`src/t2_bus_pkg.sv`:
```
//===========================================================================
// shared map constants and bus types for the Truxton II main-CPU glue
// word addresses throughout; byte offsets only where noted
// banks must sit on a boundary of their own size
//===========================================================================
package t2_bus_pkg;

    localparam int adr_w   = 23;       // word address, byte bit 0 dropped
    localparam int dat_w   = 16;
    localparam int n_banks = 4;

    // palette, text vram, line-select, line-scroll
    localparam int bank_aw [n_banks] = '{11, 12, 11, 8};
    localparam logic [adr_w-1:0] bank_base [n_banks] = '{
        23'h180000,                    // byte 0x300000
        23'h200000,                    // byte 0x400000
        23'h201000,                    // byte 0x402000
        23'h201800                     // byte 0x403000
    };

    localparam logic [3:0]  rgn_gcu    = 4'h2;
    localparam logic [3:0]  rgn_vcount = 4'h6;
    localparam logic [3:0]  rgn_io     = 4'h7;
    localparam logic [10:0] io_page    = {rgn_io, 7'h00};   // 0x380

    // i/o registers, byte offsets inside the page
    localparam logic [12:0] io_dsw_a = 13'h000;
    localparam logic [12:0] io_dsw_b = 13'h002;
    localparam logic [12:0] io_jmpr  = 13'h004;
    localparam logic [12:0] io_p1    = 13'h006;
    localparam logic [12:0] io_p2    = 13'h008;
    localparam logic [12:0] io_sys   = 13'h00A;

    // gcu registers, low byte-address nibble
    localparam logic [3:0] gcu_ram_ptr = 4'h0;
    localparam logic [3:0] gcu_ram_h   = 4'h4;
    localparam logic [3:0] gcu_ram_l   = 4'h6;
    localparam logic [3:0] gcu_select  = 4'h8;
    localparam logic [3:0] gcu_wreg    = 4'hC;   // blanking on reads

    typedef struct packed {
        logic [3:0]       region;
        logic [adr_w-5:0] ofs;
    } adr_rgn_t;

    typedef struct packed {
        logic [10:0] page;
        logic [11:0] rfield;
    } adr_page_t;

    typedef union packed {
        adr_rgn_t  rgn;                // bank ranges, gcu, vcount
        adr_page_t pg;                 // i/o page
    } bus_adr_u;

    typedef struct packed {
        logic             cyc;
        logic             stb;
        logic             we;
        bus_adr_u         adr;
        logic [1:0]       sel;
        logic [dat_w-1:0] dat;
    } wb_req_t;

    typedef struct packed {
        logic             ack;
        logic [dat_w-1:0] dat;
    } wb_rsp_t;

    typedef struct packed {
        logic [n_banks-1:0] bank;
        logic               gcu;
        logic               vcount;
        logic               io;
        logic               none;
        logic               we;
        logic [1:0]         sel;
        logic [11:0]        rfield;   // bank word address or register
    } bus_sel_t;

    typedef struct packed {
        logic [9:0] joy1;
        logic [9:0] joy2;
        logic [3:0] start;
        logic [3:0] coin;
        logic       service;
        logic       test;
        logic [7:0] dsw_a;
        logic [7:0] dsw_b;
        logic [7:0] dsw_c;
    } cab_in_t;

    typedef struct packed {
        logic select_reg;
        logic write_reg;
        logic write_ram;
        logic read_ram_h;
        logic read_ram_l;
        logic set_ram_ptr;
    } gcu_op_t;

endpackage

```
`src/t2_gcu_strobe.sv`:
```
//===========================================================================
// GCU operation strobes, held until the GCU acknowledges
// offsets with no operation finish at once without a strobe
//===========================================================================
`timescale 1ns/1ns

module t2_gcu_strobe (
    input  logic                 clk96,
    input  logic                 reset96,
    input  t2_bus_pkg::bus_sel_t sel_q,
    input  logic                 gcu_ack,
    input  logic [15:0]          gcu_dout,
    output t2_bus_pkg::gcu_op_t  op,
    output logic                 done,
    output logic [15:0]          rdat
);

    t2_bus_pkg::gcu_op_t dec;
    logic [3:0]          ofs;
    logic                acked;

    assign ofs   = {sel_q.rfield[2:0], 1'b0};   // byte nibble
    assign acked = (|op) && gcu_ack;

    always_comb begin
        dec = '0;
        if (!sel_q.we) begin
            dec.read_ram_h = ofs == t2_bus_pkg::gcu_ram_h;
            dec.read_ram_l = ofs == t2_bus_pkg::gcu_ram_l;
        end else begin
            case (ofs)
                t2_bus_pkg::gcu_wreg:    dec.write_reg   = 1'b1;
                t2_bus_pkg::gcu_select:  dec.select_reg  = 1'b1;
                t2_bus_pkg::gcu_ram_h,
                t2_bus_pkg::gcu_ram_l:   dec.write_ram   = 1'b1;
                t2_bus_pkg::gcu_ram_ptr: dec.set_ram_ptr = 1'b1;
                default:                 dec             = '0;
            endcase
        end
    end

    always_ff @(posedge clk96 or posedge reset96) begin
        if (reset96) begin
            op   <= '0;
            done <= 1'b0;
        end else begin
            done <= 1'b0;
            if (sel_q.gcu) begin
                op   <= dec;
                done <= dec == '0;   // nothing to wait for
            end else if (acked) begin
                op   <= '0;
                done <= 1'b1;
            end
        end
    end

    always_ff @(posedge clk96) begin
        if (acked)
            rdat <= gcu_dout;
    end

endmodule

```
`config.mk`:
```
export PLATFORM = sky130hd
export DESIGN_NAME = t2_gcu_strobe
export DESIGN_NICKNAME = d
export VERILOG_FILES = /design/src/t2_bus_pkg.sv /design/src/t2_gcu_strobe.sv
export SDC_FILE = /design/constraint.sdc
export NUM_CORES = 1
export LEC_CHECK = 0
export ABC_CLOCK_PERIOD_IN_PS = 4250
export BUFFER_PORTS_ARGS = -buffer_cell sky130_fd_sc_hd__clkbuf_2
export CORE_MARGIN = 10
export CORE_UTILIZATION = 40
export CTS_CLUSTER_SIZE = 14
export DETAILED_ROUTE_END_ITERATION = 6
export PLACE_DENSITY = 0.91
export SYNTH_ARGS = -nofsm -noshare
export SYNTH_HDL_FRONTEND = slang
export SYNTH_SLANG_ARGS = --single-unit
```
`constraint.sdc`:
```
create_clock -name clk96 -period 4.25 [get_ports clk96]
set_input_delay 0.2125 -clock clk96 [delete_from_list [all_inputs] [get_ports clk96]]
set_output_delay 0.2125 -clock clk96 [all_outputs]
set_load 0.05 [all_outputs]
```
# Word-level counts from Yosys, hierarchy flattened
# Index checks and enable logic that the tools add are counted.
op_classes:
  n_eq_ne: 4
  n_reduce_logical: 6
  n_mux: 11
ops:
  columns: ["operator", "count"]
  rows:
  - ["$mux W6", 2]
  - ["$mux W1", 7]
  - ["$eq A3 B2 Y1 const B", 2]
  - ["$eq A3 B3 Y1 const B", 2]
  - ["$logic_not A6 Y1", 1]
  - ["$reduce_or A6 Y1", 1]
  - ["$logic_not A4 Y1", 1]
  - ["$mux W3", 1]
  - ["$mux W2", 1]
  - ["$reduce_bool A2 Y1", 1]
  - ["$reduce_or A2 Y1", 1]
  - ["$logic_and A1 B1 Y1", 1]
word_totals:
  register_bits: 23
  word_cells: 29
  in_bits: 42
  output_inout_bits: 23

# Longest topological paths before layout
# Gate-level depths: netlist of the first run.
depth:
  ltp_word: 6
  depth_mapped: 4

# Worst setup path after synthesis of the first run
# OpenSTA, ideal clock, no wires.
synth_timing:
  path_type: "register to register"
  start: "register op[0] (netlist bit)"
  end: "register done"
  slack_ps: 2340
  t_required_ps: 4132
  arrival_ps: 1791
  setup_ps: 118
  path_stages_with_launch: 4
  period_less_slack_ps: 1910
  cell_sequence: "dfrtp_1 or4_1 o31a_1 a21o_1"
synth_via:
  elab_chain_len: 4
synth_lines:
  columns: ["item", "line", "source"]
  rows:
  - ["start: declaration", "t2_gcu_strobe.sv:13", "output t2_bus_pkg::gcu_op_t op,"]
  - ["start signal: assignment", "t2_gcu_strobe.sv:44", "op <= '0;"]
  - ["start signal: assignment", "t2_gcu_strobe.sv:49", "op <= dec;"]
  - ["start signal: assignment", "t2_gcu_strobe.sv:52", "op <= '0;"]
  - ["$reduce_or A6 Y1", "t2_gcu_strobe.sv:23", "assign acked = (|op) && gcu_ack;"]
  - ["$logic_and A1 B1 Y1", "t2_gcu_strobe.sv:23", null]
  - ["net acked", "t2_gcu_strobe.sv:20", "logic acked;"]
  - ["$mux W1", "t2_gcu_strobe.sv:51", "end else if (acked) begin"]
  - ["$mux W1", "t2_gcu_strobe.sv:48", "if (sel_q.gcu) begin"]
  - ["end signal: assignment", "t2_gcu_strobe.sv:47", "done <= 1'b0;"]
  - ["end signal: assignment", "t2_gcu_strobe.sv:50", "done <= dec == '0;"]
  - ["end signal: assignment", "t2_gcu_strobe.sv:53", "done <= 1'b1;"]
  - ["end: declaration", "t2_gcu_strobe.sv:14", "output logic done,"]
# The timed path passes the listed nets, and every way through them passes these cells.
# A chain may end at the register's enable or synchronous reset.

# Worst setup path after layout of the first run
# Same ends and word-level chain as after synthesis.

==> results of run 1 <==
-- metrics by stage --
stage          hold slack, ns  util [%]  cells  power (mW)  area (um2)
6_report              0.09001     56.89    125      0.4147        1105
2_1_floorplan         0.01590         -     48      0.3060       812.0
4_1_cts               0.07960     56.89    125      0.4203        1105
5_1_grt               0.06838     56.89    125      0.4343        1105
3_3_place_gp           0.1296     55.03    120      0.3278        1069
3_5_place_dp           0.1413     55.03    120      0.3294        1069
-- synthesized netlist by cell type (2+ instances only) --
| library cell | count |
|---|---|
| sky130_fd_sc_hd__dfrtp_1 | 7 |
| sky130_fd_sc_hd__edfxtp_1 | 16 |
| sky130_fd_sc_hd__inv_1 | 3 |
| sky130_fd_sc_hd__nand2_1 | 4 |
| sky130_fd_sc_hd__nor2_1 | 2 |
| sky130_fd_sc_hd__nor3b_1 | 2 |
| sky130_fd_sc_hd__o21ai_1 | 2 |
-- cells by family (layout without fill, tap and decap cells) --
| group | count (synthesis) | after routing | synth area share (%) |
|---|---|---|---|
| buf+inv | 5 | 55 | 2.773 |
| flops | 23 | 23 | 80.74 |
| compound gates | 8 | 8 | 7.859 |
| simple gates | 12 | 12 | 8.629 |
-- power groups by stage --
stage	clock [mW]	combinational, mW	sequential (mW)
CTS	0.0951	0.0701	0.255
global placement	0	0.0679	0.260
floorplan	0	0.0123	0.294
global route	0.104	0.0741	0.256
finish	0.0908	0.0689	0.255
detailed placement	0	0.0693	0.260
-- sequential cells by signal, summed over array words and instances (netlist names) --
signal	flops
rdat	16
done	1
op	6
-- worst min path at each step --
stage              end  slack, ns        start
2_1_floorplan     done       0.02      reset96
3_3_place_gp     op[5]       0.13      reset96
3_5_place_dp     op[0]       0.14      reset96
4_1_cts        rdat[7]       0.08  gcu_dout[7]
5_1_grt        rdat[8]       0.07  gcu_dout[8]
6_report       rdat[7]       0.09  gcu_dout[7]
-- final cells by class --
type | instances | share of cell area (%)
timing repair buffer | 47 | 21.74
multi-input combinational | 20 | 12.12
clock buffer | 4 | 2.378
sequential | 23 | 59.34
inverter | 4 | 1.359
tap | 27 | 3.058
-- worst reg2reg max path: stages, from the launching register on --
cell and delay [ns]:
sky130_fd_sc_hd__dfrtp_1 0.41, sky130_fd_sc_hd__or4_1 0.51, sky130_fd_sc_hd__o31a_1 0.49, sky130_fd_sc_hd__a21o_1 0.26
-- layer usage --
layer,vias up,wire length (um)
met5,-,0
met4,0,15
met3,2,347
met2,35,827
met1,243,630
li1,279,-
==> results by stage, run 1 <==
Critical path:
- The worst reg-to-reg path cell count is 3.
- The data arrival at the endpoint of the critical path is roughly 2 ns.
- The worst setup path is captured at a flip-flop.
- At the worst endpoint, the required time is around 4.4 ns.
- The classification of the worst setup path is reg -> reg.
- The origin of the worst setup path is op[0].
- The startpoint type of the worst setup path is a flip-flop.
- The worst reg2reg path endpoint is done.
- The largest single stage delay on the critical path is a little over 0.5 ns.
- The critical path goes through or4_1 -> o31a_1 -> a21o_1.
- The critical path crosses 3 cells after its start point.
- For flop-to-flop paths, the worst setup slack is about 2.5 ns.
- The critical path contains buffers and inverters numbering 0 combined.
- The startpoint identified for the worst register-to-register timing path is op[0].
- Following the worst setup path forward leads to its endpoint at done.
- The largest individual stage delay along the critical path comes from the cell sky130_fd_sc_hd__or4_1.
- Of all nets on the critical path, the largest fanout is 17.
- The kind of cell with the highest combined delay on the critical path is compound AO/OA/AOI/OAI gates.

Timing:
- The final hold violation count is 0.
- The max-slew violation count was 0.
- The routed design could run at a clock period as short as approximately 1.8 ns.
- The slew at the pin closest to its max-slew limit is about 0.72 ns.
- Setup repair after global routing left no endpoint under its margin.
- After routing, the total negative slack on setup checks comes to 0 ns.
- The total setup violations reported at the end of the flow is 0.
- After layout, the worst setup slack is 2.475 ns.
- The setup skew after layout is around 0.0025 ns.
- The final worst-path cycle share is between 40% and 50%.
- The relative slew slack is about half.
- Timing would allow up to 563.3 MHz.

Synth:
- Yosys attributes the largest share of cell area to sky130_fd_sc_hd__edfxtp_1 59%, sky130_fd_sc_hd__dfrtp_1 22%, sky130_fd_sc_hd__nand2_1 1.8%, sky130_fd_sc_hd__nor3b_1 1.8%, sky130_fd_sc_hd__inv_1 1.4%.
- The flip-flop cell with the highest count after synthesis is sky130_fd_sc_hd__edfxtp_1.
- The count of mapped cells out of synthesis is between 40 and 50.
- The share of the yosys chip area belonging to registers is between 80% and 90%.
- The number of nets in the synthesized netlist is 90.
- The warning count from the yosys run is 0.
- The number of enable flip-flop cells after synthesis is 16.
- The average size of a mapped cell is about 17 um2.
- The largest area contributor in the synthesized netlist is sky130_fd_sc_hd__edfxtp_1.
- The share of synthesized area in the top cell type comes to between 50% and 60%.
- Counting flops with an async set or reset pin after synthesis yields a share of between 30% and 40%.
- The distinct cell type count of the synthesized netlist is 19.
- The synthesized flop and latch total is 23.
- The combined area of all synthesized cells is around 810 um2.

GRT:
- The wire length of the first global-routing pass is ~2.7 mm.
- The global routing stage identified its most utilized layer as met2.
- Entering global routing, the biggest net connects 18 pins.
- The global-route met2 utilization is between 10 and 15%.
- The initial antenna violation count is 0.
- For met3 alone, demand over resource in global routing was about 6%.
- The met1 layer usage reported by global route is a little under 8%.
- The overall routing resource usage is around 8.6%.
- The number of global-route vias before repair came to between 500 and 600.
- The overflow left after global routing is 0.

Run status:
- The flow ran to the end, and the final reports show no timing, DRC or antenna violations.

Drt:
- Dividing the detail-routed via count by the number of cells gives approximately 4.5.
- Summing over every cut layer, the via total after detailed routing is 559.
- Once detail routing completed, the nets flagged for antenna violations numbered 0.
- For this run, the detailed router's first-pass iteration total came to 4.
- For this block, the initial DRC count from the detailed router was 5.
- The wire length reported by the detailed router is approximately 1.8 mm.
- After detailed routing, the average wire length per cell comes to between 10 and 15 um.
- The DRC violations left is 0.

Job:
- The number of maximum-capacitance constraint violations is 0.

Cells and area:
- The fraction of layout instances using a drive strength above 1 is a little over half.
- The number of inserted filler cells in the final layout is 164.
- The number of antenna diodes in the final layout is 0.
- The net count of the finished layout is between 100 and 150.
- From synthesis to final layout, the design area changed by 36.06%.
- The most common cell after layout, fill and taps aside is sky130_fd_sc_hd__clkbuf_2.
- In the final layout, flip-flops and latches occupy 655.6 um2.
- The total area of multi-input combinational cells is ~130 um2.
- In the layout the commonest cells are 46 x sky130_fd_sc_hd__clkbuf_2, 16 x sky130_fd_sc_hd__edfxtp_1, 7 x sky130_fd_sc_hd__dfrtp_1.

Power:
- The logic gate share of total power is ~17%.
- The clock network accounts for roughly 22% of the total power.
- The highest ir drop seen on vdd is between 0.15 and 0.2 mV.
- The switching part of the total power is around a quarter.
- The sequential fraction of design power is about three fifths.
- The leakage power of the design is ~0.52 nW.
- The net load switching power is around 0.11 mW.
- The internal portion of the total power is slightly above 0.3 mW.
- Dividing total power by cell area gives a power density of 375.3 nW/um2.

Floorplan:
- The floorplan die width is around 65 um.
- The core region is between 1500 and 2000 um2.
- For this design the top-level I/O count stands at 65.
- The die height is between 60 and 70 um.
- The die area is 4232 um2.
- The placement row count is 16.
- The initial core utilization is between 40% and 50%.

Clocking:
- For this design, the sink count on the clock tree is 23.
- The number of levels in the clock H-tree is 1.
- The root cell of the clock tree is sky130_fd_sc_hd__clkbuf_4.
- The hold buffer count at CTS is 1.
- After clock tree synthesis, the clock-pin slew on the worst setup and hold paths is 0.11 ns.
- The number of gates given a new drive strength after cts is 0.
- No sink is reached through more buffers than the 2 on the longest clock path.
- The source-to-sink clock delay at the later pin of the worst-skew pair is 0.29 ns.
- Buffers added to address setup during post-CTS repair amount to 0.
- The clock tree from TritonCTS is done.
- The number of buffers created by CTS is 3.

Place:
- Detailed placement ended at an HPWL of 1.586 mm.
- The quantity of I/O buffers inserted on ports is 46.
- Routability-driven placement finished with a final weighted congestion of slightly above 0.8.
- The worst setup slack after placement is 2.471 ns.

Worst hold path:
- Counting instances, the worst hold path has a depth of 1.
- In this run the worst hold path is classified as in -> reg.
No activity file was read; power rests on OpenSTA's default activity.
==> inputs of run 2 (changes only) <==
--- a/config.mk
+++ b/config.mk
@@ -5,13 +5,14 @@
 export SDC_FILE = /design/constraint.sdc
 export NUM_CORES = 1
 export LEC_CHECK = 0
-export ABC_CLOCK_PERIOD_IN_PS = 4250
+export ABC_CLOCK_PERIOD_IN_PS = 1800
 export BUFFER_PORTS_ARGS = -buffer_cell sky130_fd_sc_hd__clkbuf_2
+export CORE_ASPECT_RATIO = 0.6
 export CORE_MARGIN = 10
-export CORE_UTILIZATION = 40
+export CORE_UTILIZATION = 37
 export CTS_CLUSTER_SIZE = 14
 export DETAILED_ROUTE_END_ITERATION = 6
-export PLACE_DENSITY = 0.91
+export PLACE_DENSITY = 0.85
 export SYNTH_ARGS = -nofsm -noshare
 export SYNTH_HDL_FRONTEND = slang
 export SYNTH_SLANG_ARGS = --single-unit
==> constraint.sdc (replaced) <==
create_clock -name clk96 -period 1.8 [get_ports clk96]
set_input_delay 0.09 -clock clk96 [delete_from_list [all_inputs] [get_ports clk96]]
set_output_delay 0.09 -clock clk96 [all_outputs]
set_load 0.05 [all_outputs]
==> run 2 against run 1 <==
Net effect:
- sequential share of layout area down 6.2 points
- clock skew about the same
- flip-flop and latch count unchanged
- clock-buffer cell count down 1
- non-clock buffer count up 10
- worst setup slack worse by 2.4 ns
- final area up 12%
- global-route usage up 0.70 points
- worst hold slack worse by 0.085 ns
==> results by stage, run 2 (synthesized netlist as in run 1, its figures left out) <==
Cells and area:
- The top cell types in the final layout, fill and taps aside, are 46 x sky130_fd_sc_hd__clkbuf_2, 16 x sky130_fd_sc_hd__edfxtp_1, 11 x sky130_fd_sc_hd__dlygate4sd3_1.
- Ranked by flip-flop count, first place goes to rdat.
- The number of inserted filler cells in the final layout is 176.
- The sequential cell area in the final layout is around 660 um2.
- The library cell used most frequently in the layout, excluding fill and tap cells, is sky130_fd_sc_hd__clkbuf_2.
- The layout overhead on the synthesized area is 52.85%.
- The flip-flop count of the largest register, all copies and words added is 16.
- The final antenna diode count is 0.
- In the final layout, the multi-input gates occupy roughly 140 um2.
- In the final layout, the registers with the most flip-flops are rdat: 16 flops, op: 6 flops, done: 1 flops.
- The number of nets at the end of the flow is 151.
- The post-route netlist has between 50% and 60% of its cells at a drive strength greater than 1.

Power:
- For this design the static power due to leakage is between 0.5 and 0.6 nW.
- The highest ir drop seen on vdd is about 0.36 mV.
- For this design the ratio of total power to cell area is about 880 nW/um2.

Critical path:
- At the worst endpoint, the required time is slightly below 2 ns.
- The maximum fanout along the worst path is 17.
- The endpoint class of the critical path is a flip-flop.
- STA classifies the critical path startpoint as a flip-flop.
- The classification of the worst setup path is reg -> reg.
- The data arrival at the endpoint of the critical path is between 1.5 and 2 ns.

Timing:
- For the final routed database, the setup TNS stands at 0 ns.
- The maximum achievable frequency is about 590 MHz.
- The final hold violation count is 0.
- Headroom to the max-slew limit came out at between 80% and 90%.
- After layout, the minimum clock period comes to 1.683 ns.
- Of the available clock period, the critical path in the final layout requires around 93%.
- The slew at the pin closest to its max-slew limit is between 0.2 and 0.3 ns.
- The minimum hold slack is 0.005405 ns.
- The max-slew violation count is 0.
- The total setup violations reported at the end of the flow is 0.
- Setup repair after global routing left no endpoint under its margin.
- The setup skew after layout is 0.002093 ns.

Place:
- The quantity of I/O buffers inserted on ports is 46.
- Routability-driven placement finished with a final weighted congestion of between 0.8 and 0.9.
- The HPWL reported at the end of detailed placement is about 1.7 mm.

Floorplan:
- The die height is 56.29 um.
- The number of primary I/O pins is 65.
- In this run the horizontal extent of the chip is 80.48 um.
- After floorplanning, the core was divided into 13 placement rows.
- For this configuration, the core starts out at a cell density of between 30% and 40%.
- The floorplan step defined a core boundary enclosing 2131 um2.
- The floorplan step defined a die boundary enclosing roughly 4500 um2.

Job:
- The number of maximum-capacitance constraint violations is 0.

Drt:
- The number of design-rule violations left by the first detailed-router iteration is 75.
- After detailed routing, the number of remaining DRC violations is 0.
- The routed layout has about 630 vias.
- The wire length reported by the detailed router is ~2.2 mm.
- The number of search-and-repair iterations in the first detailed-routing pass is 4.
- After detailed routing, the average wire length per cell comes to around 16 um.
- The ratio of routed vias to standard cells is 4.558.
- The residual antenna-violating net count after detailed routing is 0.

Clocking:
- For the worst-skew pair, the clock arrives at the later sink with an insertion delay of between 0.2 and 0.3 ns.
- The number of levels in the clock H-tree is 1.
- The count of clock tree sinks is 23.
- The number of buffers created by CTS is 3.
- The clock passes through at most 2 buffers.
- The clock-pin slew on the worst setup and hold paths is roughly 0.080 ns.
- The clock tree from TritonCTS is done.
- The tree is rooted in a sky130_fd_sc_hd__clkbuf_8.

GRT:
- The number of global-route vias before repair is about 600.
- The first global-routing pass estimated roughly 3.2 mm of wire.
- The pin count of the biggest net entering global routing is 18.
- The initial antenna violation count was 0.
- The overall routing resource usage is a little under a tenth.
- After global routing the overflow that remains totals 0.

Run status:
- The flow ran to the end, and the final reports show no timing, DRC or antenna violations.

Worst hold path:
- The tightest min-delay check is of the in -> reg type.
run 2: repair_timing:
item | 4_1_cts | 5_1_grt
endpoints found under the hold margin | 13 | 4
hold buffers | 7 | 4
resized for setup | 0 | 1
setup buffers | 0 | 0
endpoints found under the setup margin | 0 | 1
run 2: where the power goes:
group          switching (mW)  internal [mW]
registers             0.00763          0.595
logic                   0.127         0.0587
clock network           0.152          0.154
run 2: final cells by class:
cell class                 count  area share [%]
sequential                    23           53.12
timing repair buffer          57           27.42
multi-input combinational     20           11.49
clock buffer                   3           3.327
tap                           30           3.024
inverter                       4           1.210
clock inverter                 1          0.4032
run 2: layer usage:
| metal | up-vias | track usage, % | routed length [um] |
|---|---|---|---|
| met5 | - | 0 | 0 |
| met4 | 0 | 5.250 | 39 |
| met3 | 4 | 3.968 | 241 |
| met2 | 28 | 15.95 | 1191 |
| met1 | 296 | 9.023 | 697 |
| li1 | 301 | - | - |
run 2: metrics by stage:
stage                     instances  util [%]  worst slack [ns]  power [mW]  cell area [um2]
after floorplan                  48         -           0.02364      0.7230            817.0
after global placement          123     50.56           0.08854      0.7751             1077
after detailed placement        123     50.56           0.05889      0.7809             1077
after CTS                       134     56.02           0.04883       1.100             1194
after global routing            138     58.25           0.04418       1.142             1241
final                           138     58.25            0.1173       1.095             1241
run 2: final timing paths:
check,startpoint,end,slack [ns],cells after the start
worst max register to register,op[0],done,0.12,3
max in group asynchronous,reset96,op[2],1.26,3
worst max-delay path,op[0],done,0.12,3
worst min-delay path,gcu_dout[11],rdat[11],0.005,1
worst min register to register,op[2],op[2],0.51,2
min in group asynchronous,reset96,op[5],0.30,3
run 2: worst max-delay path, stage by stage, from the launching register on:
cell                      delay, ns
sky130_fd_sc_hd__dfrtp_2       0.42
sky130_fd_sc_hd__or4_1         0.55
sky130_fd_sc_hd__o31a_4        0.40
sky130_fd_sc_hd__a21o_1        0.20
